**src/design/tmip_data_pkg.sv**
```systemverilog
// data types for the matcher; pixels are signed 16 bit, images at most 16x16 (256 words)
`default_nettype none

package tmip_data_pkg;

	localparam int TAPS          = 9;
	localparam int BRIGHT_OFFSET = 50;

	typedef logic signed [15:0] pixel_t;  // image pixel or template coefficient
	typedef logic signed [39:0] corr_t;   // correlation sum
	typedef logic [7:0]         addr_t;   // address into either memory
	typedef logic [3:0]         coord_t;  // row or column
	typedef logic [4:0]         side_t;   // 4, 8 or 16

	// flips and zoom-in are not supported, so only three codes
	typedef enum logic [2:0] {
		ACT_XCORR  = 3'd0,
		ACT_POOL   = 3'd1,
		ACT_ADJUST = 3'd7
	} action_t;

	typedef pixel_t template_t [TAPS];

endpackage

`default_nettype wire

```
**src/design/mem_if.sv**
```systemverilog
// one synchronous memory port; rdata returns the word addressed in the previous cycle
`default_nettype none

interface mem_if
	import tmip_data_pkg::*;
#(
	parameter type data_t = pixel_t
);
	addr_t addr;
	logic  wen;
	data_t wdata;
	data_t rdata;

	modport engine (output addr, output wen, output wdata, input rdata);
	modport memory (input addr, input wen, input wdata, output rdata);

endinterface

`default_nettype wire

```
**src/design/sync_ram.sv**
```systemverilog
// behavioural single-port RAM, one-cycle read latency, read during write returns old data
`default_nettype none

module sync_ram
	import tmip_data_pkg::*;
#(
	parameter int  IMG_DEPTH = 256,
	parameter type data_t    = pixel_t
) (
	input wire    clk,
	mem_if.memory port
);

	data_t mem [IMG_DEPTH];

	always_ff @(posedge clk) begin
		if (port.wen)
			mem[port.addr] <= port.wdata;
		port.rdata <= mem[port.addr];  // registered read every cycle
	end

endmodule

`default_nettype wire

```
**src/flat_wrapper.sv**
```systemverilog
// flat-port wrapper written by rule: the top's interface ports become plain ports
module sync_ram_flat import tmip_data_pkg::*;
#(
	parameter int  IMG_DEPTH = 256,
	parameter type data_t    = pixel_t
)
  (clk, port_addr, port_wen, port_wdata, port_rdata);
  mem_if #(.data_t(data_t)) port_i ();
  input wire clk;
  input wire logic [$bits(port_i.addr)-1:0] port_addr;
  input wire logic [$bits(port_i.wen)-1:0] port_wen;
  input wire logic [$bits(port_i.wdata)-1:0] port_wdata;
  output wire logic [$bits(port_i.rdata)-1:0] port_rdata;
  assign port_i.addr = port_addr;
  assign port_i.wen = port_wen;
  assign port_i.wdata = port_wdata;
  assign port_rdata = port_i.rdata;
  sync_ram #(.IMG_DEPTH(IMG_DEPTH), .data_t(data_t)) u_core (.clk(clk), .port(port_i));
endmodule
```
**config.mk**
```make
export PLATFORM = sky130hd
export DESIGN_NAME = sync_ram_flat
export DESIGN_NICKNAME = d
export VERILOG_FILES = /design/src/design/tmip_data_pkg.sv /design/src/design/mem_if.sv /design/src/design/sync_ram.sv /design/src/flat_wrapper.sv
export SDC_FILE = /design/constraint.sdc
export NUM_CORES = 2
export LEC_CHECK = 0
export BUFFER_PORTS_ARGS = -buffer_cell sky130_fd_sc_hd__buf_2
export CAP_MARGIN = 25
export CORE_MARGIN = 2
export CORE_UTILIZATION = 35
export CTS_CLUSTER_DIAMETER = 120
export DETAILED_ROUTE_END_ITERATION = 12
export SKIP_CTS_REPAIR_TIMING = 1
export SLEW_MARGIN = 0
export SYNTH_ARGS = -nofsm -noshare
export SYNTH_HDL_FRONTEND = slang
export SYNTH_SLANG_ARGS = --single-unit
export TNS_END_PERCENT = 50
```
**constraint.sdc**
```tcl
create_clock -name clk -period 3.8 [get_ports clk]
set_clock_uncertainty 0.1 [all_clocks]
set_input_delay 0.19 -clock clk [delete_from_list [all_inputs] [get_ports clk]]
set_output_delay 0.19 -clock clk [all_outputs]
set_load 0.005 [all_outputs]
```
==> reports/metrics.cfg <==
[status]
outcome=finished, final reports clean

[cts]
cts_sinks=4112
clockBufferDepth=4
cts_max_level=5
cts_tree=yes
cts_made_buffers=405
cts_root_buffer=clkbuf_16
insertion_delay_ns=1.00
clk_pin_slew_worst_paths_ns=0.06

[die]
die_h_um=670
dieArea_mm2=0.449
num_io_pins=42
coreArea_mm2=0.442
die_x_um=670
start_util=0.352
num_rows=244

[power]
seq_power_share=0.531
swShare=0.214
pwr-share-clk=0.421
p_comb_frac=0.049
p_int_mw=74.2
power_density_mw_per_mm2=520
power.total_mw=94.5
p_leak_nw=56.0
p_switching_mw=20.2
vdd_ir_drop_max_uv=373

[synth]
synth_nets=6753
ys_ff_latch=4112
netlist-cell-type-count=22
ys_seq_area_frac=0.794
ys_warn_count=0
syn_area_per_cell_um2=23.1
netlist_area_mm2=0.155
yosys.area.top_type=edfxtp_1
ys_top_cells_by_area=edfxtp_1 (79%), mux4_2 (15%), a22oi_1 (2.5%)
synth_cells=6727
yosys.area.top_type_share=0.791

[global_route]
antenna_found_initial=32
overflow=0
track_usage=0.181
grt_pass1_wl_um=587000
grt_pass1_vias=76200
grt_max_degree=131

[finish]
layout.nets=7527
syn_to_final_growth_pct=17.0
layout_common_cells=edfxtp_1 (4096), mux4_2 (1024), buf_4 (629)
layout_commonest_cell=edfxtp_1
seq_area_mm2=0.123
fillers=38100
drive_gt1_frac=0.311
multi_input_area_mm2=0.0306

[placed_design]
dp_hpwl_um=251000
port_buffers=41
globalplace.congestion=0.823
place_ws_ns=-0.256

[routing]
wl_per_cell_um=30.3
firstDrtPassIters=5
final_antenna_net_count=0
viasPerCell=5.54
wirelength_um=417000
drc=0
first_iter_violations=10600
vias=76400

[critical_path]
crit_start=u_core.mem[250][12]
r2r_setup_slack_ns=0.60
r2r_cells=7
arrival_ns=3.98
crit_path_end_kind=register
rr_endpoint=u_core.port.rdata[12]
required_ns=4.58
critPathLaunchType=register
crit_type=register to register
cp_max_fo=1
worstReg2RegStart=u_core.mem[250][12]

[timing]
final-max-slew-violation-count=0
layout_setup_ws_ns=0.601
final.setup.tns_ns=0
period_share=0.842
max-slew-margin-rel=0.101
grt_setup_unrepaired=false
setup_viol=0
finalCriticalPeriod_ns=3.20
clock.fmax_mhz=313
hold_viol_final=0
worst_pin_slew_ns=1.35
holdWs_ns=0.121

[hold_path]
hold_start=port_wen
worstHoldEndpoint=u_core.mem[182][13]
hold_depth=5
hold_path.class=input pin to register

[flow_run]
drv_cap=0

==> sequential cells by signal, summed over array words and instances (netlist names) <==
name               flops
u_core.port.rdata     16
u_core.mem          4096
==> synth_stat cells (all sizes together) <==
library cell / n
o41ai: 64
or3: 1
nand2b: 6
inv: 1
and2: 3
a22oi: 512
a21oi: 256
nand4: 16
nor3: 30
mux4: 1024
nand3: 13
or2: 2
dfxtp: 16
nor2: 232
nor2b: 7
edfxtp: 4096
clkbuf: 258
nand2: 28
buf: 162
==> through the flow <==
stage	util	area [µm²]	std cells
finish	0.412	182000	13800
global route	0.412	182000	13800
CTS	0.411	182000	13700
detailed placement	0.381	168000	13000
global placement	0.381	168000	13000
floorplan	-	155000	6727
==> cells by family after synthesis <==
logic type             Yosys count  synth area share
AOI/OAI and AO/OA              832            0.0366
buffers and inverters          421            0.0124
DFF                           4112             0.794
muxes                         1024             0.148
and+or+nand+nor                338           0.00907
==> routing by layer <==
metal	GRT usage	up-vias	wire length [µm]
li1	-	30600	-
met1	0.255	41500	169000
met2	0.289	3650	200000
met3	0.0269	579	33700
met4	0.0603	2	15000
met5	0	-	13
==> power by group through the flow <==
stage | clock network, mW | logic (mW) | registers [mW]
after floorplan | 0 | 2.15 | 51.0
after global placement | 0 | 4.55 | 51.1
after detailed placement | 0 | 4.64 | 51.1
after CTS | 40.4 | 4.64 | 50.1
after global routing | 42.1 | 4.84 | 50.1
final | 39.8 | 4.61 | 50.1
==> critical path, cell delays in order, from the launching register on <==
cell and delay [ns]:
edfxtp_1 0.37, mux4_2 0.48, a22oi_1 0.56, a21oi_1 0.26, o41ai_1 0.44, buf_4 0.21
nand4_1 0.08, dlygate4sd3_1 0.59
==> worst max path at each step <==
stage / endpoint / slack (ns) / cells past startpoint
6_report: u_core.port.rdata[12] / 0.60 / 7
5_1_grt: u_core.port.rdata[12] / 0.51 / 7
4_1_cts: u_core.port.rdata[4] / 0.78 / 6
3_5_place_dp: u_core.port.rdata[8] / -0.26 / 10
3_3_place_gp: u_core.port.rdata[1] / -1.51 / 9
2_1_floorplan: u_core.mem[145][0] / 0.81 / 7
==> layout make-up <==
type,instances,share of cell area
Antenna cell,47,0.000647
Clock buffer,505,0.0586
Clock inverter,234,0.0138
Inverter,1,0.0000206
Multi-Input combinational cell,2194,0.168
Sequential cell,4112,0.678
Tap cell,5904,0.0406
Timing Repair Buffer,787,0.0398
Note: power is estimated with default switching activity, not from simulation.
