==> src/design/tmip_data_pkg.sv <==
// data types for the matcher; pixels are signed 16 bit, images at most 16x16 (256 words)
`default_nettype none

package tmip_data_pkg;

	localparam int TAPS          = 9;
	localparam int BRIGHT_OFFSET = 50;

	typedef logic signed [15:0] pixel_t;  // image pixel or template coefficient
	typedef logic signed [39:0] corr_t;   // correlation sum
	typedef logic [7:0]         addr_t;   // address into either memory
	typedef logic [3:0]         coord_t;  // row or column
	typedef logic [4:0]         side_t;   // 4, 8 or 16

	// flips and zoom-in are not supported, so only three codes
	typedef enum logic [2:0] {
		ACT_XCORR  = 3'd0,
		ACT_POOL   = 3'd1,
		ACT_ADJUST = 3'd7
	} action_t;

	typedef pixel_t template_t [TAPS];

endpackage

`default_nettype wire

==> src/design/mem_if.sv <==
// one synchronous memory port; rdata returns the word addressed in the previous cycle
`default_nettype none

interface mem_if
	import tmip_data_pkg::*;
#(
	parameter type data_t = pixel_t
);
	addr_t addr;
	logic  wen;
	data_t wdata;
	data_t rdata;

	modport engine (output addr, output wen, output wdata, input rdata);
	modport memory (input addr, input wen, input wdata, output rdata);

endinterface

`default_nettype wire

==> src/design/result_reader.sv <==
// streams side*side results in raster order; outputs are zero outside the burst
`default_nettype none

module result_reader
	import tmip_data_pkg::*;
(
	input  wire    clk,
	input  wire    rst_n,
	input  wire    start,
	input  side_t  side,
	input  coord_t max_row,
	input  coord_t max_col,
	mem_if.engine  res,
	output logic   done,
	output logic   out_valid,
	output corr_t  out_value,
	output coord_t out_x,
	output coord_t out_y
);

	logic       busy;
	logic       rd_valid;  // res.rdata holds a result
	logic [8:0] cnt;  // up to 256 reads

	assign res.addr  = busy ? cnt[7:0] : '0;
	assign res.wen   = 1'b0;
	assign res.wdata = '0;

	always_ff @(posedge clk or negedge rst_n) begin
		if (!rst_n) begin
			busy      <= 1'b0;
			rd_valid  <= 1'b0;
			cnt       <= '0;
			done      <= 1'b0;
			out_valid <= 1'b0;
			out_value <= '0;
			out_x     <= '0;
			out_y     <= '0;
		end else begin
			if (start) begin
				busy <= 1'b1;
				cnt  <= '0;
			end else if (busy) begin
				cnt <= cnt + 9'd1;
				if (cnt == 9'(side) * 9'(side) - 9'd1)
					busy <= 1'b0;
			end
			rd_valid  <= busy;  // rdata of this read lands next cycle
			out_valid <= rd_valid;
			out_value <= rd_valid ? res.rdata : '0;
			out_x     <= rd_valid ? max_row : '0;
			out_y     <= rd_valid ? max_col : '0;
			done      <= out_valid && !rd_valid;
		end
	end

endmodule

`default_nettype wire

==> src/flat_wrapper.sv <==
// flat-port wrapper written by rule: the top's interface ports become plain ports
module result_reader_flat import tmip_data_pkg::*;
  (clk, rst_n, start, side, max_row, max_col, done, out_valid, out_value, out_x, out_y, res_addr, res_wen, res_wdata, res_rdata);
  mem_if res_i ();
  input  wire clk;
  input  wire rst_n;
  input  wire start;
  input  side_t side;
  input  coord_t max_row;
  input  coord_t max_col;
  output logic done;
  output logic out_valid;
  output corr_t out_value;
  output coord_t out_x;
  output coord_t out_y;
  output wire logic [$bits(res_i.addr)-1:0] res_addr;
  output wire logic [$bits(res_i.wen)-1:0] res_wen;
  output wire logic [$bits(res_i.wdata)-1:0] res_wdata;
  input wire logic [$bits(res_i.rdata)-1:0] res_rdata;
  assign res_addr = res_i.addr;
  assign res_wen = res_i.wen;
  assign res_wdata = res_i.wdata;
  assign res_i.rdata = res_rdata;
  result_reader u_core (.clk(clk), .rst_n(rst_n), .start(start), .side(side), .max_row(max_row), .max_col(max_col), .res(res_i), .done(done), .out_valid(out_valid), .out_value(out_value), .out_x(out_x), .out_y(out_y));
endmodule
==> config.mk <==
export PLATFORM = sky130hd
export DESIGN_NAME = result_reader_flat
export DESIGN_NICKNAME = d
export VERILOG_FILES = /design/src/design/tmip_data_pkg.sv /design/src/design/mem_if.sv /design/src/design/result_reader.sv /design/src/flat_wrapper.sv
export SDC_FILE = /design/constraint.sdc
export NUM_CORES = 1
export LEC_CHECK = 0
export BUFFER_PORTS_ARGS = -buffer_cell sky130_fd_sc_hd__clkbuf_2
export CAP_MARGIN = 20
export CORE_UTILIZATION = 48
export CTS_BUF_LIST = sky130_fd_sc_hd__clkbuf_2 sky130_fd_sc_hd__clkbuf_4 sky130_fd_sc_hd__clkbuf_8
export DETAILED_ROUTE_END_ITERATION = 7
export HOLD_SLACK_MARGIN = 0.06
export PLACE_DENSITY = 0.82
export SETUP_SLACK_MARGIN = 0.4
export SYNTH_ARGS = -nofsm -noshare
export SYNTH_HDL_FRONTEND = slang
export SYNTH_SLANG_ARGS = --single-unit
==> constraint.sdc <==
create_clock -name clk -period 1.7 [get_ports clk]
set_input_delay 0.17 -clock clk [delete_from_list [all_inputs] [get_ports clk]]
set_output_delay 0.17 -clock clk [all_outputs]
set_load 0.02 [all_outputs]
==> flow_summary.toml <==
[layout]
syn_to_final_growth_pct = 24.4
fillers = 358
layout-drive-gt1-share_pct = 34.1
final_area_sq_mm = 0.00286
regArea_sq_um = 927
multi_input_area_sq_mm = 0.00122
nNetsFinal = 366
diodes = 0

[power_and_ir_drop]
p_per_area_mw_per_mm2 = 828
ir_drop_uv = 379
leakage_nw = 1.48
power_mw = 2.37

[synth]
avgSynthCellArea_sq_um = 9.91
synth_flop_cell = "dfrtp_1"
synth_top_family_by_area = "buffers and inverters"
synth_fa_ha_area_share_pct = 10.6
synth-simple-area-share_pct = 17.4
synthMuxAreaShare_pct = 0.871
synth.ff_latch_count = 37
yosysSeqAreaShare_pct = 40.3
synth_edf_count = 0
ys_types = 30
syn_area_sq_mm = 0.00230
ys_warn_count = 0
synth_compound_area_share_pct = 4.84
async_flop_share_pct = 100
syn_inst = 232
synth_xor_area_share_pct = 8.00

[global_routing]
grt_overflow_total = 0
grt_pass1_vias = 1738
antenna_found_initial = 0
track_usage_pct = 18.9
grt_max_degree = 38
grt_pass1_wl_um = 7510

[worst_setup_path]
critPathMaxFanout = 3
reg2reg_depth = 4
startpoint_type = "input pin"
timing.rr.start = "u_core.busy"
reg2reg_to = "u_core.cnt[7]"
regToRegSetupSlack_ps = 280
worstSetupEndpointType = "flip-flop"
cp.arrival_ps = 2490
worst_ep_required_time_ps = 1860
path_class = "in2reg"

[clocking]
cts_htree_levels = 2
cts_tree = "built"
cts_buffers = 5
root_buffer = "clkbuf_8"
path_clk_slew_ps = 70
clock-sinks = 37
insertion_delay_ps = 280
ctsLongestPathBuffers = 2

[timing]
max_slew_margin_pct = 62.5
max_freq_mhz = 430
rsz0062_at_grt = "true"
fin_crit_ps = 2330
fin_skew_ps = 3.56
max_slew.worst_pin.slew_ps = 563
whs_ps = 92.6
fin_crit_sh_pct = 137
setup_ws_ps = -627
tns_ps = -627
setup_viol = 1
hold_violations = 0
final_max_slew_viol_count = 0

[route]
avgViaCountPerCell = 4.61
routedWlPerCell_um = 12.6
drc = 4
drt-pass1-iter-count = 6
finalWirelength_um = 4640
drtIter0Drc = 86
postRouteAntennaNets = 0
vias = 1702

[min_path]
hp-class = "in2reg"
min_path_cells = 2
hp-start = "res_rdata[9]"
hold-path-endpoint = "u_core.out_value[9]"

[place]
io_buffers = 65
routabilityCongestion = 0.817
placed_area_sq_mm = 0.00263
dpl.hpwl_um = 3360

[status]
failed_checks = "design-rule violations, negative setup slack"
status = "finished with violations"

[die]
rows = 24
die_w_um = 71.2
io_pins = 107
start_util_pct = 51.4
core_area_sq_mm = 0.00447
fp.dieArea_sq_mm = 0.00507
die_h_um = 71.2

[flow_run]
drv_cap = 0
-- cell usage after synthesis (2+ instances only) --
cell type  instances  area [sq um]
inv_1             14          52.6
xor2_1             8          70.1
dfrtp_1           37           926
a21o_1             2          15.0
fa_1               4          80.1
a21oi_1            7          35.0
mux2i_1            2          20.0
nor2_1            14          52.6
o21ai_0            5          25.0
and2_1            33           206
nor2b_1            2          12.5
nand3_1            2          10.0
clkbuf_1           3          11.3
nand2_1           10          37.5
buf_4             41           308
buf_6              2          22.5
xnor2_1           13           114
and3_1             3          18.8
nand2b_1           3          18.8
nand4_1            2          12.5
ha_1              13           163
conb_1             2          7.51
a31oi_1            2          12.5
or3_1              2          12.5
-- flip-flops by register name, indices dropped and copies added (netlist names) --
name,count
u_core.out_value,16
u_core.cnt,9
u_core.out_x,4
u_core.out_y,4
u_core.busy,1
u_core.done,1
u_core.out_valid,1
u_core.rd_valid,1
-- power breakdown --
group | switching (mW) | internal [mW]
sequential | 0.0226 | 0.927
clock | 0.281 | 0.337
combinational | 0.450 | 0.349
-- metrics by stage --
step	setup WS, ps	util (%)	std cells
final	-627	63.9	369
after detailed placement	-907	58.9	359
after global routing	-718	63.9	369
after floorplan	-748	-	273
after CTS	-569	62.2	369
after global placement	-827	58.9	359
-- routing by layer --
layer	up-vias	routed length, um	track usage (%)
met1	812	1770	21.0
li1	819	-	-
met3	7	222	3.13
met5	-	0	0
met2	64	2580	35.8
met4	0	67	7.33
-- worst max-delay path by stage --
| stage | endpoint | depth (start not counted) | from | slack, ps |
|---|---|---|---|---|
| final | u_core.busy | 13 | side[0] | -630 |
| after global routing | u_core.busy | 13 | side[0] | -720 |
| after CTS | u_core.busy | 13 | side[4] | -570 |
| after detailed placement | u_core.busy | 14 | side[3] | -910 |
| after global placement | u_core.busy | 14 | side[3] | -830 |
| after floorplan | u_core.busy | 13 | side[0] | -750 |
-- timing repair --
action,4_1_cts,5_1_grt
hold endpoints to repair,37,0
pin swaps,8,10
gates resized for setup,8,21
setup endpoints to repair,10,15
hold buffers,1,0
setup buffers,2,0
-- cell families after synthesis --
kind of cell / after synthesis
fa+ha+maj: 17
buf+inv: 61
mux: 2
compound gates: 19
other cells: 2
flops: 37
xor+xnor: 21
simple gates: 73
-- cells in the final DEF, fill, tap and decap left out, types with 8 or more instances in the layout --
cell / count
and2_1: 32
buf_4: 19
clkbuf_2: 61
conb_1: 43
dfrtp_1: 36
ha_1: 10
inv_1: 10
nand2_1: 8
nor2_1: 12
xnor2_1: 13
-- critical path, cell delays in order --
cell and delay [ps]:
buf_8 110, nand2_8 80, inv_4 30, fa_1 520, a21oi_2 60, fa_1 500, inv_2 50, ha_4 290
nor2_4 50, a21oi_2 140, xnor2_1 100, nor4_2 280, a31oi_1 110
-- layout make-up --
type	count	area share (%)
repair buffers	84	17.5
inverters	14	2.01
clock buffers	7	3.15
flip-flops and latches	37	32.4
multi-input cells	175	42.7
well taps	52	2.28
(Power assumes the default switching activity.)
