## config.mk

```make
export PLATFORM = sky130hd
export DESIGN_NAME = pool_engine_flat
export DESIGN_NICKNAME = d
export VERILOG_FILES = /design/src/design/tmip_data_pkg.sv /design/src/design/mem_if.sv /design/src/design/pool_engine.sv /design/src/flat_wrapper.sv
export SDC_FILE = /design/constraint.sdc
export NUM_CORES = 1
export LEC_CHECK = 0
export ABC_AREA = 0
export BUFFER_PORTS_ARGS = -buffer_cell sky130_fd_sc_hd__buf_4
export CORE_MARGIN = 5
export CORE_UTILIZATION = 50
export DETAILED_ROUTE_END_ITERATION = 16
export GPL_ROUTABILITY_DRIVEN = 1
export PLACE_DENSITY = 0.74
export SLEW_MARGIN = 20
export SYNTH_ARGS = -nofsm -noshare
export SYNTH_HDL_FRONTEND = slang
export SYNTH_SLANG_ARGS = --single-unit
export TNS_END_PERCENT = 5
```

## constraint.sdc

```tcl
create_clock -name clk -period 7.6 [get_ports clk]
set_clock_uncertainty 0.2 [all_clocks]
set_input_delay 1.52 -clock clk [delete_from_list [all_inputs] [get_ports clk]]
set_output_delay 1.52 -clock clk [all_outputs]
set_load 0.05 [all_outputs]
```

## src/design/tmip_data_pkg.sv

```systemverilog
// data types for the matcher; pixels are signed 16 bit, images at most 16x16 (256 words)
`default_nettype none

package tmip_data_pkg;

	localparam int TAPS          = 9;
	localparam int BRIGHT_OFFSET = 50;

	typedef logic signed [15:0] pixel_t;  // image pixel or template coefficient
	typedef logic signed [39:0] corr_t;   // correlation sum
	typedef logic [7:0]         addr_t;   // address into either memory
	typedef logic [3:0]         coord_t;  // row or column
	typedef logic [4:0]         side_t;   // 4, 8 or 16

	// flips and zoom-in are not supported, so only three codes
	typedef enum logic [2:0] {
		ACT_XCORR  = 3'd0,
		ACT_POOL   = 3'd1,
		ACT_ADJUST = 3'd7
	} action_t;

	typedef pixel_t template_t [TAPS];

endpackage

`default_nettype wire

```

## src/design/mem_if.sv

```systemverilog
// one synchronous memory port; rdata returns the word addressed in the previous cycle
`default_nettype none

interface mem_if
	import tmip_data_pkg::*;
#(
	parameter type data_t = pixel_t
);
	addr_t addr;
	logic  wen;
	data_t wdata;
	data_t rdata;

	modport engine (output addr, output wen, output wdata, input rdata);
	modport memory (input addr, input wen, input wdata, output rdata);

endinterface

`default_nettype wire

```

## src/design/pool_engine.sv

```systemverilog
// 2x2 max pooling in place, five cycles per output pixel; side 4 is passed through
`default_nettype none

module pool_engine
	import tmip_data_pkg::*;
(
	input  wire   clk,
	input  wire   rst_n,
	input  wire   start,
	input  side_t side,
	output logic  done,
	mem_if.engine mem
);

	logic   busy;
	logic [2:0] phase;
	coord_t orow, ocol;
	pixel_t mx;
	addr_t  base;
	coord_t last;

	assign last = coord_t'((side >> 1) - 5'd1);
	assign base = addr_t'({orow, 1'b0}) * addr_t'(side) + addr_t'({ocol, 1'b0});

	always_comb begin
		case (phase)
			3'd0:    mem.addr = base;
			3'd1:    mem.addr = base + 8'd1;
			3'd2:    mem.addr = base + addr_t'(side);
			3'd3:    mem.addr = base + addr_t'(side) + 8'd1;
			default: mem.addr = addr_t'(orow) * addr_t'(side >> 1) + addr_t'(ocol);  // packed
		endcase
	end

	assign mem.wen   = busy && phase == 3'd4;
	assign mem.wdata = (mem.rdata > mx) ? mem.rdata : mx;

	always_ff @(posedge clk) begin
		if (phase == 3'd1)
			mx <= mem.rdata;
		else if (phase != 3'd0)
			mx <= mem.wdata;
	end

	always_ff @(posedge clk or negedge rst_n) begin
		if (!rst_n) begin
			busy  <= 1'b0;
			done  <= 1'b0;
			phase <= '0;
			orow  <= '0;
			ocol  <= '0;
		end else begin
			done <= 1'b0;
			if (start) begin
				busy  <= side != 5'd4;
				done  <= side == 5'd4;
				phase <= '0;
				orow  <= '0;
				ocol  <= '0;
			end else if (busy) begin
				phase <= (phase == 3'd4) ? 3'd0 : phase + 3'd1;
				if (phase == 3'd4) begin
					ocol <= (ocol == last) ? '0 : ocol + 4'd1;
					if (ocol == last)
						orow <= orow + 4'd1;
					if (ocol == last && orow == last) begin
						busy <= 1'b0;
						done <= 1'b1;
					end
				end
			end
		end
	end

endmodule

`default_nettype wire

```

## src/flat_wrapper.sv

```systemverilog
// flat-port wrapper written by rule: the top's interface ports become plain ports
module pool_engine_flat import tmip_data_pkg::*;
  (clk, rst_n, start, side, done, mem_addr, mem_wen, mem_wdata, mem_rdata);
  mem_if mem_i ();
  input  wire clk;
  input  wire rst_n;
  input  wire start;
  input  side_t side;
  output logic done;
  output wire logic [$bits(mem_i.addr)-1:0] mem_addr;
  output wire logic [$bits(mem_i.wen)-1:0] mem_wen;
  output wire logic [$bits(mem_i.wdata)-1:0] mem_wdata;
  input wire logic [$bits(mem_i.rdata)-1:0] mem_rdata;
  assign mem_addr = mem_i.addr;
  assign mem_wen = mem_i.wen;
  assign mem_wdata = mem_i.wdata;
  assign mem_i.rdata = mem_rdata;
  pool_engine u_core (.clk(clk), .rst_n(rst_n), .start(start), .side(side), .done(done), .mem(mem_i));
endmodule
```

==> impl_metrics.tcl <==
set metrics [dict create \
    outcome "complete, no violations" \
    floorplan.initialDensity 0.516 \
    hpwl_mm 6.58 \
    yosysSeqAreaShare 0.214 \
    cts_buffers 5 \
    viasPerCell 5.42 \
    min_to "u_core.busy$_DFF_PN0_" \
    grt_overflow 0 \
    antenna_found_initial 0 \
    tightest_slew_ns 0.901 \
    num_rows 31 \
    critical_path_required_ns 5.88 \
    finalSetupViolations 0 \
    synthFlopType "edfxtp_1" \
    ff2ff_path_depth 9 \
    slew_violations 0 \
    grt_pass1_wl_mm 13.9 \
    cts_htree_levels 2 \
    yosys_warnings 0 \
    leakage_uw 0.00219 \
    path_class "in2out" \
    antenna_cells 0 \
    regToRegEndpoint "u_core.mx[1]$_DFFE_PP_" \
    final_common_cell "ha_1" \
    holdPathStages 1 \
    worstSetupEndpointType "output port" \
    cts.clk_slew.worst_paths_ns 0.05 \
    highest_layer "met4" \
    wl_mm 8.10 \
    synth_area_sq_um 3760 \
    dr_wl_met2_mm 3.90 \
    fin_crit_sh 0.976 \
    ys_ff_latch 29 \
    max_clock_freq_mhz 135 \
    holdBufCountCts 0 \
    die_h_um 96.7 \
    dr.pass1.iters 5 \
    hold_viol 0 \
    r2r_slack_ns 4.43 \
    final_cell_mix "ha_1 (56), inv_1 (53), buf_4 (53)" \
    clockBufferDepth 2 \
    hp-class "reg2reg" \
    grt_max_degree 17 \
    synthToLayoutAreaGrowth_pct 16.2 \
    io_buffers 49 \
    clk_latency_ns 0.28 \
    cts_root_buf "clkbuf_8" \
    synth.avg_cell_area_sq_um 9.36 \
    ios 50 \
    cp.arrival_ns 5.70 \
    ys_types 50 \
    syn_nets 498 \
    grt_pass1_vias 3044 \
    drc_errors 0 \
    hold_start "u_core.busy$_DFF_PN0_" \
    worstPathMaxFanout 3 \
    grt.total_usage 0.175 \
    synth_edf_count 16 \
    dieArea_sq_um 9360 \
    vias 2997 \
    reg2reg_from "u_core.mx[9]$_DFFE_PP_" \
    max_slew_margin 0.399 \
    crit_path_start_kind "input pin" \
    die_w_um 96.7 \
    finalCriticalPeriod_ns 7.42 \
    ir_worst_vdd_v 0.000103 \
    cap_viol_max_count 0 \
    coreArea_sq_um 7290 \
    ant_nets 0 \
    routedWlPerCell_um 14.6 \
    met3_length_um 335 \
    layout.nets 549 \
    setup_tns_ns 0 \
    met1_length_mm 3.77 \
    postSynthCellCount 402 \
    worst_slack_ns 0.183 \
    cts_tree "built" \
    drive_gt1_frac 0.233 \
    drt_iter0_drc 103 \
    async_flop_share 0.448 \
    cts.sinks 29 \
    pre_cts_slack_ns 0.118 \
    place.gp.congestion 0.845 \
    p_per_area_nw_per_um2 194 \
]
[worst max-delay path by stage]
stage / start / to / slack, ns / depth (start not counted)
CTS: side[1] / mem_addr[7] / 0.10 / 17
global placement: side[1] / mem_addr[7] / 0.18 / 17
finish: side[1] / mem_addr[7] / 0.18 / 18
global route: side[1] / mem_addr[7] / -0.02 / 17
detailed placement: side[1] / mem_addr[7] / 0.12 / 17
floorplan: side[0] / mem_addr[7] / 0.24 / 14
[routing by layer]
metal / vias up / global-route usage
met1: 1416 / 0.229
met2: 67 / 0.297
met5: - / 0
met3: 9 / 0.0396
li1: 1505 / -
met4: 0 / 0.0313
[kinds of logic (layout without fill, tap and decap cells)]
| family | count (synthesis) | count (layout) | share of synthesized area |
|---|---|---|---|
| DFF | 29 | 29 | 0.214 |
| adders and majority gates | 72 | 72 | 0.267 |
| and+or+nand+nor | 97 | 97 | 0.135 |
| muxes | 34 | 34 | 0.101 |
| buffers and inverters | 62 | 114 | 0.0629 |
| AOI/OAI and AO/OA | 72 | 72 | 0.130 |
| xor gates and xnor gates | 36 | 36 | 0.0898 |
[timing repair]
item                                    in CTS  in global routing
gates resized for setup                      0                  5
endpoints found under the setup margin       0                  1
buffers inserted                             0                  1
[report_power, final]
part	internal [uW]	switching, uW	total [uW]
clock network	61.5	60.2	122
logic	188	304	492
registers	211	22.9	234
total	460	387	847
[registers in the layout, summed over array words and instances, names as in the netlist]
name,count
u_core.mx,16
u_core.done,1
u_core.orow,4
u_core.ocol,4
u_core.phase,3
u_core.busy,1
[cell usage after synthesis (all sizes together), types with 8 or more instances]
master	n	area (sq um)
ha	58	726
mux2	31	349
xnor2	25	234
fa	14	280
nor2	28	105
a21oi	25	125
and2	13	81.3
edfxtp	16	480
xor2	11	104
a21o	8	60.1
dfrtp	13	325
inv	53	199
o21ai	10	50.1
nand2	21	78.8
[per-stage QoR]
| step | power, uW | cells | hold WS [ns] | area, sq um | utilization |
|---|---|---|---|---|---|
| 2_1_floorplan | 602 | 402 | 0.334 | 3760 | - |
| 3_3_place_gp | 721 | 544 | 0.368 | 4240 | 0.581 |
| 3_5_place_dp | 729 | 544 | 0.390 | 4240 | 0.581 |
| 4_1_cts | 854 | 552 | 0.404 | 4320 | 0.592 |
| 5_1_grt | 899 | 553 | 0.427 | 4370 | 0.600 |
| 6_report | 847 | 553 | 0.405 | 4370 | 0.600 |
[worst max-delay path, cell delays in order]
cell and delay (ns):
buf_4 0.08, and2_1 0.14, inv_1 0.06, fa_1 0.50
inv_1 0.05, fa_1 0.51, fa_1 0.60, ha_4 0.22
xnor2_2 0.22, ha_4 0.25, inv_1 0.08, o21bai_1 0.08
buf_4 0.15, o211ai_1 0.08, or4b_1 0.48, xnor2_1 0.14
a221o_2 0.33, buf_4 0.19
[area by class of cell]
class	instances	area [sq um]
clock buffer	5	68.8
clock inverter	3	12.5
fill	675	2920
inverter	53	199
multi-input combinational	311	2760
sequential	29	806
tap	99	124
timing repair buffer	53	398
No activity file was read; power rests on OpenSTA's default activity.
