<file path="config.mk">
export PLATFORM = sky130hd
export DESIGN_NAME = adjust_engine_flat
export DESIGN_NICKNAME = d
export VERILOG_FILES = /design/src/design/tmip_data_pkg.sv /design/src/design/mem_if.sv /design/src/design/adjust_engine.sv /design/src/flat_wrapper.sv
export SDC_FILE = /design/constraint.sdc
export NUM_CORES = 1
export LEC_CHECK = 0
export BUFFER_PORTS_ARGS = -buffer_cell sky130_fd_sc_hd__buf_2
export CAP_MARGIN = 20
export CORE_UTILIZATION = 50
export CTS_CLUSTER_DIAMETER = 50
export CTS_CLUSTER_SIZE = 24
export DETAILED_ROUTE_END_ITERATION = 7
export PLACE_DENSITY = 0.71
export RECOVER_POWER = 25
export SETUP_SLACK_MARGIN = 0.1
export SLEW_MARGIN = 20
export SYNTH_ARGS = -nofsm -noshare
export SYNTH_HDL_FRONTEND = slang
export SYNTH_SLANG_ARGS = --single-unit
</file>
<file path="constraint.sdc">
create_clock -name clk -period 10.1 [get_ports clk]
set_clock_uncertainty 0.1 [all_clocks]
set_input_delay 1.01 -clock clk [delete_from_list [all_inputs] [get_ports clk]]
set_output_delay 1.01 -clock clk [all_outputs]
set_load 0.02 [all_outputs]
</file>
<file path="src/design/tmip_data_pkg.sv">
// data types for the matcher; pixels are signed 16 bit, images at most 16x16 (256 words)
`default_nettype none

package tmip_data_pkg;

	localparam int TAPS          = 9;
	localparam int BRIGHT_OFFSET = 50;

	typedef logic signed [15:0] pixel_t;  // image pixel or template coefficient
	typedef logic signed [39:0] corr_t;   // correlation sum
	typedef logic [7:0]         addr_t;   // address into either memory
	typedef logic [3:0]         coord_t;  // row or column
	typedef logic [4:0]         side_t;   // 4, 8 or 16

	// flips and zoom-in are not supported, so only three codes
	typedef enum logic [2:0] {
		ACT_XCORR  = 3'd0,
		ACT_POOL   = 3'd1,
		ACT_ADJUST = 3'd7
	} action_t;

	typedef pixel_t template_t [TAPS];

endpackage

`default_nettype wire

</file>
<file path="src/design/mem_if.sv">
// one synchronous memory port; rdata returns the word addressed in the previous cycle
`default_nettype none

interface mem_if
	import tmip_data_pkg::*;
#(
	parameter type data_t = pixel_t
);
	addr_t addr;
	logic  wen;
	data_t wdata;
	data_t rdata;

	modport engine (output addr, output wen, output wdata, input rdata);
	modport memory (input addr, input wen, input wdata, output rdata);

endinterface

`default_nettype wire

</file>
<file path="src/design/adjust_engine.sv">
// centre crop plus brightness, in place, two cycles per pixel; sum wraps at 16 bits
`default_nettype none

module adjust_engine
	import tmip_data_pkg::*;
(
	input  wire   clk,
	input  wire   rst_n,
	input  wire   start,
	input  side_t side,
	output logic  done,
	mem_if.engine mem
);

	logic   busy, phase;
	coord_t r, c, last, off;
	pixel_t even;

	assign last = coord_t'(((side > 5'd4) ? side >> 1 : side) - 5'd1);
	assign off  = (side > 5'd4) ? coord_t'(side >> 2) : '0;  // side 4 keeps everything
	assign even = {mem.rdata[15:1], 1'b0};

	assign mem.addr = phase ? addr_t'(r) * addr_t'(last + 4'd1) + addr_t'(c)
	                        : addr_t'(r + off) * addr_t'(side) + addr_t'(c + off);
	assign mem.wen   = busy && phase;
	assign mem.wdata = (even >>> 1) + pixel_t'(BRIGHT_OFFSET);  // even, so shift is exact

	always_ff @(posedge clk or negedge rst_n) begin
		if (!rst_n) begin
			busy  <= 1'b0;
			done  <= 1'b0;
			phase <= 1'b0;
			r     <= '0;
			c     <= '0;
		end else begin
			done <= 1'b0;
			if (start) begin
				busy  <= 1'b1;
				phase <= 1'b0;
				r     <= '0;
				c     <= '0;
			end else if (busy) begin
				phase <= !phase;
				if (phase) begin
					c <= (c == last) ? '0 : c + 4'd1;
					if (c == last)
						r <= r + 4'd1;
					if (c == last && r == last) begin
						busy <= 1'b0;
						done <= 1'b1;
					end
				end
			end
		end
	end

endmodule

`default_nettype wire

</file>
<file path="src/flat_wrapper.sv">
// flat-port wrapper written by rule: the top's interface ports become plain ports
module adjust_engine_flat import tmip_data_pkg::*;
  (clk, rst_n, start, side, done, mem_addr, mem_wen, mem_wdata, mem_rdata);
  mem_if mem_i ();
  input  wire clk;
  input  wire rst_n;
  input  wire start;
  input  side_t side;
  output logic done;
  output wire logic [$bits(mem_i.addr)-1:0] mem_addr;
  output wire logic [$bits(mem_i.wen)-1:0] mem_wen;
  output wire logic [$bits(mem_i.wdata)-1:0] mem_wdata;
  input wire logic [$bits(mem_i.rdata)-1:0] mem_rdata;
  assign mem_addr = mem_i.addr;
  assign mem_wen = mem_i.wen;
  assign mem_wdata = mem_i.wdata;
  assign mem_i.rdata = mem_rdata;
  adjust_engine u_core (.clk(clk), .rst_n(rst_n), .start(start), .side(side), .done(done), .mem(mem_i));
endmodule
</file>
==> flow_summary.json <==
{
  "cts_hold_buf": 0,
  "synth_compound_area_frac": 0.0974,
  "dpl_cell_area_um2": 3000,
  "drt_iter0_drc": 69,
  "max_slew_margin": 0.526,
  "hold_path_class": "register to register",
  "end_kind": "output pin",
  "layout_min_cycle_time_ns": 6.73,
  "dr_total_vias": 2226,
  "die_y_um": 76.1,
  "antenna-diode-count": 0,
  "grt_usage": 0.215,
  "grt_pass1_wl_um": 10400,
  "grt_pass1_vias": 2277,
  "cpMostUsedCell": "fa_1",
  "synth_xor_area_frac": 0.132,
  "clk_latency_ns": 0.24,
  "total_power_mw": 0.231,
  "cp_slowest_cell": "fa_1",
  "synth_warnings": 0,
  "status": "complete, no violations",
  "powerDensity_nw_per_um2": 76.0,
  "design_area_um2": 3040,
  "post-cts-setup-buffer-count": 0,
  "die-width_um": 76.1,
  "synth_ff_type": "dfrtp_1",
  "p_leak_nw": 1.57,
  "ios": 50,
  "fmaxAchievable_mhz": 149,
  "yosysUniqueCellTypes": 44,
  "grt_setup_unrepaired": "false",
  "yosysSeqAreaShare": 0.100,
  "io_buffers": 46,
  "cp.arrival_ns": 5.62,
  "slowest_delay_ns": 0.59,
  "cts_root_buffer": "clkbuf_8",
  "finalMaxSlewViolations": 0,
  "drive_above_1_share": 0.153,
  "syn_to_final_growth_pct": 10.7,
  "htreeDepth": 1,
  "drcViolationCount": 0,
  "syn_nets": 420,
  "firstDrtPassIters": 4,
  "crit_path_cell_trace": "buf_2 > or3_1 > o21a_1 > ha_1 > a21o_1 > a21oi_1 > xnor2_1 > nand2_1 > fa_1 > fa_1 > fa_1 > inv_1 > ha_1 > a21oi_1 > o21ai_0 > xnor2_1 > mux2i_1 > buf_2",
  "die_area_um2": 5800,
  "cts_buffers": 3,
  "finalHoldViolations": 0,
  "synth_fa_ha_area_frac": 0.359,
  "path_delay_family": "adder cells",
  "required_ns": 8.99,
  "cts_tree": "yes",
  "synth_top_family_by_area": "adder cells",
  "path_max_fanout": 17,
  "ir_drop_v": 0.0000900,
  "crit_buf_inv": 3,
  "setup_viol": 0,
  "wl_per_cell_um": 13.4,
  "syn_area_um2": 2750,
  "gp_routability_congestion": 0.820,
  "vias_per_cell": 5.09,
  "netlist_instances": 331,
  "fin_tns_setup_ns": 0,
  "rows": 26,
  "ys_seq_elements": 11,
  "clk_path_buf_depth": 2,
  "synthSimpleGateAreaFrac": 0.201,
  "holdWs_ns": 0.461,
  "startpoint_type": "primary input",
  "routed_wl_um": 5860,
  "tightest_slew_ns": 0.701,
  "final_antenna_net_count": 0,
  "clk_pin_slew_worst_paths_ns": 0.05,
  "nets": 457,
  "path_class": "primary input to output pin",
  "dp_hpwl_um": 4890,
  "muxShareOfSynthArea": 0.0269,
  "drv_cap": 0,
  "post-route-period-util": 0.666,
  "async_flop_share": 1.00,
  "fin_util": 0.585,
  "cts.sinks": 11,
  "grt_start_max_net_pins": 20,
  "core_area_um2": 5200,
  "antenna_found_initial": 0,
  "synth-edff-count": 0,
  "grt-ovfl-total": 0,
  "cts-resized-gates": 0,
  "syn_avg_cell_area_um2": 8.30,
  "start_util": 0.528
}
==> where the power goes <==
| group | switching (mW) | total (mW) | internal, mW |
|---|---|---|---|
| registers | 0.00361 | 0.0489 | 0.0453 |
| clock network | 0.0166 | 0.0437 | 0.0271 |
| logic | 0.0819 | 0.139 | 0.0567 |
==> final timing paths <==
check / startpoint / depth (start not counted) / slack, ns / endpoint
worst min register to register: u_core.busy$_DFF_PN0_ / 2 / 0.46 / u_core.busy$_DFF_PN0_
worst max-delay path: side[4] / 18 / 3.37 / mem_addr[7]
max in group asynchronous: rst_n / 1 / 8.84 / u_core.phase$_DFFE_PN0P_
worst max register to register: u_core.c[2]$_DFFE_PN0P_ / 4 / 7.93 / u_core.r[3]$_DFFE_PN0P_
min in group asynchronous: rst_n / 1 / 0.66 / u_core.c[2]$_DFFE_PN0P_
worst min-delay path: u_core.busy$_DFF_PN0_ / 2 / 0.46 / u_core.busy$_DFF_PN0_
==> worst register-to-register path, stage by stage, from the launching register on <==
cell and delay (ns):
dfrtp_1 0.45, xnor3_1 0.37, or4_4 0.52, or4_1 0.50
a21oi_1 0.16
==> cell usage in the layout (no fill, tap or decap), drive strengths merged, types with 2 or more instances in the layout <==
cell type / netlist / routed
a21o: 5 / 5
a21oi: 17 / 17
and2: 14 / 14
buf: 7 / 44
clkbuf: 7 / 5
dfrtp: 11 / 11
fa: 23 / 23
ha: 42 / 42
inv: 43 / 43
mux2: 3 / 3
mux2i: 4 / 4
nand2: 30 / 30
nand2b: 4 / 4
nand3: 6 / 6
nand4: 3 / 3
nor2: 27 / 27
nor2b: 7 / 7
nor3: 3 / 3
o211ai: 3 / 3
o21a: 2 / 2
o21ai: 9 / 9
o31ai: 3 / 3
or3: 2 / 2
or4: 4 / 4
or4b: 2 / 2
xnor2: 28 / 28
xor2: 11 / 11
==> metrics by stage <==
step | setup slack (ns) | cells
global placement | 3.46 | 433
global route | 3.20 | 437
floorplan | 3.68 | 331
CTS | 3.38 | 437
finish | 3.37 | 437
detailed placement | 3.39 | 433
==> logic make-up (layout without fill, tap and decap cells) <==
group,count (synthesis),after routing
buf+inv,57,93
compound gates,44,44
flops,11,11
xor+xnor,40,40
fa+ha+maj,65,65
simple gates,107,107
mux,7,7
==> per-layer routing <==
metal / vias up / wire length, um / global-route usage
met1: 1034 / 2850 / 0.297
met2: 31 / 2840 / 0.373
met4: 0 / 70 / 0.0462
met5: - / 0 / 0
met3: 9 / 112 / 0.00838
li1: 1152 / - / -
==> registers in the layout (all words and copies together), names as in the netlist <==
name,count
u_core.r,4
u_core.busy,1
u_core.done,1
u_core.c,4
u_core.phase,1
==> synthesized netlist by cell type, drive strengths merged, types with 9 or more instances <==
| library cell | instances | area (um^2) |
|---|---|---|
| fa | 23 | 460 |
| nor2 | 27 | 101 |
| and2 | 14 | 87.6 |
| a21oi | 17 | 85.1 |
| inv | 43 | 161 |
| xor2 | 11 | 96.3 |
| xnor2 | 28 | 245 |
| nand2 | 30 | 120 |
| dfrtp | 11 | 275 |
| o21ai | 9 | 45.0 |
| ha | 42 | 526 |
==> layout make-up <==
| class | instances | area [um^2] |
|---|---|---|
| Clock buffer | 3 | 41.3 |
| Clock inverter | 1 | 5.00 |
| Fill cell | 506 | 2160 |
| Inverter | 43 | 161 |
| Multi-Input combinational cell | 263 | 2240 |
| Sequential cell | 11 | 275 |
| Tap cell | 70 | 87.6 |
| Timing Repair Buffer | 46 | 228 |
Power figures use the tool's default switching activity.
