==> src/design/tmip_data_pkg.sv <==
// data types for the matcher; pixels are signed 16 bit, images at most 16x16 (256 words)
`default_nettype none

package tmip_data_pkg;

	localparam int TAPS          = 9;
	localparam int BRIGHT_OFFSET = 50;

	typedef logic signed [15:0] pixel_t;  // image pixel or template coefficient
	typedef logic signed [39:0] corr_t;   // correlation sum
	typedef logic [7:0]         addr_t;   // address into either memory
	typedef logic [3:0]         coord_t;  // row or column
	typedef logic [4:0]         side_t;   // 4, 8 or 16

	// flips and zoom-in are not supported, so only three codes
	typedef enum logic [2:0] {
		ACT_XCORR  = 3'd0,
		ACT_POOL   = 3'd1,
		ACT_ADJUST = 3'd7
	} action_t;

	typedef pixel_t template_t [TAPS];

endpackage

`default_nettype wire

==> src/design/mem_if.sv <==
// one synchronous memory port; rdata returns the word addressed in the previous cycle
`default_nettype none

interface mem_if
	import tmip_data_pkg::*;
#(
	parameter type data_t = pixel_t
);
	addr_t addr;
	logic  wen;
	data_t wdata;
	data_t rdata;

	modport engine (output addr, output wen, output wdata, input rdata);
	modport memory (input addr, input wen, input wdata, output rdata);

endinterface

`default_nettype wire

==> src/design/xcorr_engine.sv <==
// 3x3 correlation with zero padding; nine cycles per pixel, taps walked back to back
`default_nettype none

module xcorr_engine
	import tmip_data_pkg::*;
(
	input  wire       clk,
	input  wire       rst_n,
	input  wire       start,
	input  side_t     side,
	input  template_t taps,
	output logic      done,
	mem_if.engine     img,
	mem_if.engine     res,
	output coord_t    max_row,
	output coord_t    max_col
);

	logic   busy;
	logic [3:0] tap;
	coord_t r, c, last;
	logic [1:0] ti, tj;
	logic   in_rng;

	// aligned with rdata
	logic   v1, in1, last1;
	logic [3:0] tap1;
	coord_t row1, col1;
	pixel_t coef1;

	// write stage
	logic   wr, wr_last;
	coord_t wr_row, wr_col;
	corr_t  acc, prod, max_val;

	assign last = coord_t'(side - 5'd1);
	assign ti = (tap < 4'd3) ? 2'd0 : (tap < 4'd6) ? 2'd1 : 2'd2;
	assign tj = 2'(tap - 4'(ti) * 4'd3);
	assign in_rng = !(ti == 2'd0 && r == 4'd0) && !(ti == 2'd2 && r == last)
	             && !(tj == 2'd0 && c == 4'd0) && !(tj == 2'd2 && c == last);

	// out-of-range taps still read somewhere, the product is dropped
	assign img.addr = addr_t'(r) * addr_t'(side) + addr_t'(c) + addr_t'(ti) * addr_t'(side)
	                + addr_t'(tj) - addr_t'(side) - 8'd1;
	assign img.wen   = 1'b0;
	assign img.wdata = '0;

	assign prod = in1 ? corr_t'(img.rdata) * corr_t'(coef1) : '0;

	// idle outputs stay zero, the result port is shared with the reader
	assign res.wen   = wr;
	assign res.addr  = wr ? addr_t'(wr_row) * addr_t'(side) + addr_t'(wr_col) : '0;
	assign res.wdata = wr ? acc : '0;

	//============================================================
	// tap walk
	//============================================================
	always_ff @(posedge clk or negedge rst_n) begin
		if (!rst_n) begin
			busy <= 1'b0;
			tap  <= '0;
			r    <= '0;
			c    <= '0;
		end else if (start) begin
			busy <= 1'b1;
			tap  <= '0;
			r    <= '0;
			c    <= '0;
		end else if (busy) begin
			tap <= (tap == 4'd8) ? 4'd0 : tap + 4'd1;
			if (tap == 4'd8) begin
				c <= (c == last) ? '0 : c + 4'd1;
				if (c == last)
					r <= r + 4'd1;
				if (c == last && r == last)
					busy <= 1'b0;
			end
		end
	end

	always_ff @(posedge clk) begin
		coef1 <= taps[tap];
		tap1  <= tap;
		in1   <= in_rng;
		row1  <= r;
		col1  <= c;
		last1 <= r == last && c == last;
		if (v1)
			acc <= (tap1 == 4'd0) ? prod : acc + prod;
		wr_row  <= row1;
		wr_col  <= col1;
		wr_last <= last1;
	end

	//============================================================
	// result write and max
	//============================================================
	always_ff @(posedge clk or negedge rst_n) begin
		if (!rst_n) begin
			v1      <= 1'b0;
			wr      <= 1'b0;
			done    <= 1'b0;
			max_val <= '0;
			max_row <= '0;
			max_col <= '0;
		end else begin
			v1   <= busy;
			wr   <= v1 && tap1 == 4'd8;
			done <= wr && wr_last;
			// strictly greater, so the first hit in raster order stays
			if (wr && ((wr_row == 4'd0 && wr_col == 4'd0) || acc > max_val)) begin
				max_val <= acc;
				max_row <= wr_row;
				max_col <= wr_col;
			end
		end
	end

endmodule

`default_nettype wire

==> src/flat_wrapper.sv <==
// flat-port wrapper written by rule: the top's interface ports become plain ports
module xcorr_engine_flat import tmip_data_pkg::*;
  (clk, rst_n, start, side, taps, done, max_row, max_col, img_addr, img_wen, img_wdata, img_rdata, res_addr, res_wen, res_wdata, res_rdata);
  mem_if img_i ();
  mem_if res_i ();
  input  wire clk;
  input  wire rst_n;
  input  wire start;
  input  side_t side;
  input  template_t taps;
  output logic done;
  output coord_t max_row;
  output coord_t max_col;
  output wire logic [$bits(img_i.addr)-1:0] img_addr;
  output wire logic [$bits(img_i.wen)-1:0] img_wen;
  output wire logic [$bits(img_i.wdata)-1:0] img_wdata;
  input wire logic [$bits(img_i.rdata)-1:0] img_rdata;
  output wire logic [$bits(res_i.addr)-1:0] res_addr;
  output wire logic [$bits(res_i.wen)-1:0] res_wen;
  output wire logic [$bits(res_i.wdata)-1:0] res_wdata;
  input wire logic [$bits(res_i.rdata)-1:0] res_rdata;
  assign img_addr = img_i.addr;
  assign img_wen = img_i.wen;
  assign img_wdata = img_i.wdata;
  assign img_i.rdata = img_rdata;
  assign res_addr = res_i.addr;
  assign res_wen = res_i.wen;
  assign res_wdata = res_i.wdata;
  assign res_i.rdata = res_rdata;
  xcorr_engine u_core (.clk(clk), .rst_n(rst_n), .start(start), .side(side), .taps(taps), .done(done), .img(img_i), .res(res_i), .max_row(max_row), .max_col(max_col));
endmodule
==> config.mk <==
export PLATFORM = sky130hd
export DESIGN_NAME = xcorr_engine_flat
export DESIGN_NICKNAME = d
export VERILOG_FILES = /design/src/design/tmip_data_pkg.sv /design/src/design/mem_if.sv /design/src/design/xcorr_engine.sv /design/src/flat_wrapper.sv
export SDC_FILE = /design/constraint.sdc
export NUM_CORES = 1
export LEC_CHECK = 0
export ABC_AREA = 1
export BUFFER_PORTS_ARGS = -buffer_cell sky130_fd_sc_hd__buf_2
export CAP_MARGIN = 30
export CORE_AREA = 2 2 191 193
export CTS_BUF_LIST = sky130_fd_sc_hd__clkbuf_4 sky130_fd_sc_hd__clkbuf_8 sky130_fd_sc_hd__clkbuf_16
export DETAILED_ROUTE_END_ITERATION = 7
export DIE_AREA = 0 0 193 195
export GPL_TIMING_DRIVEN = 0
export PLACE_DENSITY = 0.86
export SYNTH_ARGS = -nofsm -noshare
export SYNTH_HDL_FRONTEND = slang
export SYNTH_SLANG_ARGS = --single-unit
==> constraint.sdc <==
create_clock -name clk -period 10.71 [get_ports clk]
set_input_delay 0.5355 -clock clk [delete_from_list [all_inputs] [get_ports clk]]
set_output_delay 0.5355 -clock clk [all_outputs]
set_load 0.02 [all_outputs]
==> results.txt <==
* Chip Height: ~200 um
* Number of port buffers: slightly below 200
- The final number of max-transition violations is 0.
- Drt drc: 0
* Period utilisation layout: 83.94%
- Max H-tree Level: 4
- Subtracting the final worst setup slack from the clock period gives 8990 ps.
- For this run, asynchronously set or reset flops after synthesis account for 44.76%.
- Setup violations remaining at the end of the flow were counted as 0.
- Synthesis produced a netlist whose cell count is 3120.
* Actual transition at the worst max-transition pin: just under 900 ps
- Once detailed placement completed, the half-perimeter wirelength came to roughly 60000 um.
- Most frequent standard cell in the layout excluding fill and tap cells: sky130_fd_sc_hd__nand2_1
- Cell row count: 69
- Counting flops with a built-in enable in the synthesized netlist gives 40.
- The placed instances occupy a cell area of 0.02452 mm^2.
* Initial core utilization: ~65%
* Initial antenna violation count: 3
* Via count of the first global-routing pass: roughly 22k
* First-pass detailed-route iteration total: 6
- Core Box Area: between 0.03 and 0.04 mm^2
- Leaving out fill and tap cells, the most frequent cells in the layout are 806 x sky130_fd_sc_hd__nand2_1, 691 x sky130_fd_sc_hd__inv_1, 297 x sky130_fd_sc_hd__fa_1, 214 x sky130_fd_sc_hd__nor2_1.
- In the post-synthesis netlist, the biggest area contributors are sky130_fd_sc_hd__fa_1 26%, sky130_fd_sc_hd__nand2_1 13%, sky130_fd_sc_hd__inv_1 11%.
- The synthesized netlist devotes approximately 2.0% of its cell area to XOR and XNOR gates.
- Setup repair after global routing left no endpoint under its margin.
- The largest single stage delay on the critical path is 640 ps.
- Of all nets on the critical path, the largest fanout is 10.
* Root cell of the clock tree: sky130_fd_sc_hd__clkbuf_16
* Final hold violations: 0
- Clock latency on the worst-skew pair, taken at its later pin, is ~450 ps.
- The worst hold path belongs to the class in -> async.
- Timing analysis after detailed placement gives a worst setup slack of ~1700 ps.
- Maximum capacitance violations: 0
- Tightest slew margin relative to the limit: 41.26%
* Critical-path cell with the highest stage delay: sky130_fd_sc_hd__fa_1
- Entering global routing, the biggest net connects 65 pins.
* I/O pin cnt: between 200 and 250
- Sequential-to-total area share from yosys stat: ~16%
- Based on the critical path, the design can be clocked at up to roughly 110 MHz.
- The clock passes through at most 2 buffers.
- The synthesized netlist devotes between 20 and 25% of its cell area to simple gates.
- Startpoint types: register
* Syn avg cell area: 7.329 um^2
- First-iteration detailed-routing DRC count: 2095
- In the final routed layout, each cell accounts on average for between 15 and 20 um.
* Setup TNS: 0 ps
* Number of hold buffers added after cts: 0
* Die footprint: approximately 0.038 mm^2
- Total Nets Final: between 4k and 5k
- CTS saw around 140 sinks.
* Number of cells upsized or downsized after cts: 0
- Overflow left after global routing: 0
* Total Routing Usage GR: 39.59%
- The worst setup path is captured at a register.
- Post-route clock skew: approximately 12 ps
- Count of yosys warnings during synthesis: 0
* Post-CTS repair timing setup buffer count: 0
- After Yosys synthesis, full adders, half adders and majority gates account for roughly 37% of the synthesized area.
- CTS tree: done
* Overall die width: 193 um
- The area growth from synthesis to layout is 9.652%.
- After synthesis, the share of cell area in mux cells is 0%.
* Via/cell ratio: approximately 5.7
* Arrival time of data at the critical path endpoint: just over 9000 ps
- After synthesis the cells add up to between 0.02 and 0.025 mm^2.
- In this run, synthesis produced a sequential element count of roughly 140.
* Outcome: completed
* Critical path required time: between 10000 and 15000 ps
* Reg clk slew, reported paths: about 70 ps
* Crit path kind: reg -> reg
* Fraction of layout cells with a size suffix above 1: around 8.4%
- The final layout contains routed wiring with a total length of slightly above 70000 um.
- Predominant post-synthesis flop cell: sky130_fd_sc_hd__dfrtp_1
* Final worst-path setup slack: around 1700 ps
- Total number of vias: between 20k and 25k
- Post-synth cell types: 44
* Post-synth top area share: 26.00%
- The largest total area in the synthesized netlist belongs to sky130_fd_sc_hd__fa_1.
- Routability Congestion: 1.002
- The first global-routing pass estimated around 110000 um of wire.
- Non-Filler Cell Area, Final: between 0.02 and 0.03 mm^2
* Compound-gate portion of the synthesized area: 8.968%
* Number of nets still failing antenna checks after routing: 0
- Combinational family with the most area after synthesis: adder cells
* Number of buffers inserted during clock tree synthesis: 17
==> worst max-delay path, delay by kind of cell, from the launching register on <==
kind	cells	cell delay, ps
adders and majority gates	8	3920
buffers and inverters	7	1580
DFF	1	310
and+or+nand+nor	10	1650
AOI/OAI and AO/OA	6	1260
==> routing by layer <==
metal,vias to the layer above,part of all wire (%),track usage [%]
li1,10010,-,-
met1,10500,41,52.91
met2,1105,46,63.72
met3,178,10,8.267
met4,2,3.5,14.39
met5,-,0.015,0
==> area by class of cell <==
cell class	count	area, um^2
inverter	692	2597
tap	461	576.8
clock inverter	13	102.6
clock buffer	19	446.7
fill	2901	10320
sequential	143	3585
buffer	137	625.6
timing repair buffer	199	1013
antenna	1	2.502
multi-input combinational	2165	16120
==> worst paths after layout <==
kind / slack [ps] / from / cells after the start / end
min: 180 / rst_n / 1 / u_core.max_val[15]
min in group clk: 330 / u_core.last1 / 0 / u_core.wr_last
max: 1720 / u_core.coef1[2] / 31 / u_core.acc[33]
max in group asynchronous: 9870 / rst_n / 1 / u_core.v1
max reg2reg: 1720 / u_core.coef1[2] / 31 / u_core.acc[33]
min reg2reg: 330 / u_core.last1 / 0 / u_core.wr_last
==> logic make-up (layout without fill, tap and decap cells) <==
family	after synthesis	after routing
AOI/OAI and AO/OA	348	348
xor gates and xnor gates	51	51
adders and majority gates	499	499
buffers and inverters	829	1060
DFF	143	143
other	1	19
and+or+nand+nor	1249	1249
==> metrics by stage <==
step           hold WS [ps]  util, %  cells
2_1_floorplan         239.9        -   3137
5_1_grt               267.7    70.84   3830
3_5_place_dp          314.6    69.28   3797
4_1_cts               218.4    70.83   3829
6_report              182.7    70.84   3830
3_3_place_gp          313.2    69.21   3796
==> cell usage after synthesis (2+ instances only) <==
library cell	instances
sky130_fd_sc_hd__clkbuf_1	103
sky130_fd_sc_hd__edfxtp_1	40
sky130_fd_sc_hd__a21oi_1	110
sky130_fd_sc_hd__o31ai_1	16
sky130_fd_sc_hd__nor2_1	214
sky130_fd_sc_hd__buf_4	20
sky130_fd_sc_hd__o21a_1	6
sky130_fd_sc_hd__nor4_1	9
sky130_fd_sc_hd__a221oi_1	30
sky130_fd_sc_hd__o21ai_0	119
sky130_fd_sc_hd__and3_1	2
sky130_fd_sc_hd__buf_6	4
sky130_fd_sc_hd__or2_2	13
sky130_fd_sc_hd__a21o_1	18
sky130_fd_sc_hd__inv_1	691
sky130_fd_sc_hd__o21ai_2	2
sky130_fd_sc_hd__fa_1	297
sky130_fd_sc_hd__nand4_1	24
sky130_fd_sc_hd__nor3_1	19
sky130_fd_sc_hd__buf_2	5
sky130_fd_sc_hd__buf_1	5
sky130_fd_sc_hd__nand2_2	2
sky130_fd_sc_hd__o21bai_1	10
sky130_fd_sc_hd__xnor2_1	25
sky130_fd_sc_hd__dfrtp_1	64
sky130_fd_sc_hd__xor2_1	26
sky130_fd_sc_hd__o22ai_1	15
sky130_fd_sc_hd__o211ai_1	3
sky130_fd_sc_hd__nor2_2	2
sky130_fd_sc_hd__nand3_1	140
sky130_fd_sc_hd__a21boi_0	5
sky130_fd_sc_hd__dfxtp_1	39
sky130_fd_sc_hd__ha_1	202
sky130_fd_sc_hd__nand3b_1	15
sky130_fd_sc_hd__nand2_1	806
sky130_fd_sc_hd__a31oi_1	11
==> state kept, by name (all words and copies together), names as in the netlist, 4 cells and up <==
name and count:
u_core.acc 40, u_core.max_val 40, u_core.coef1 16, u_core.c 4, u_core.col1 4, u_core.max_col 4, u_core.max_row 4, u_core.r 4
u_core.row1 4, u_core.tap1 4, u_core.tap 4, u_core.wr_col 4, u_core.wr_row 4
Power is left out: the tool's default activity adds up to more than one toggle a clock period on the data nets, which glitch-free logic cannot reach.
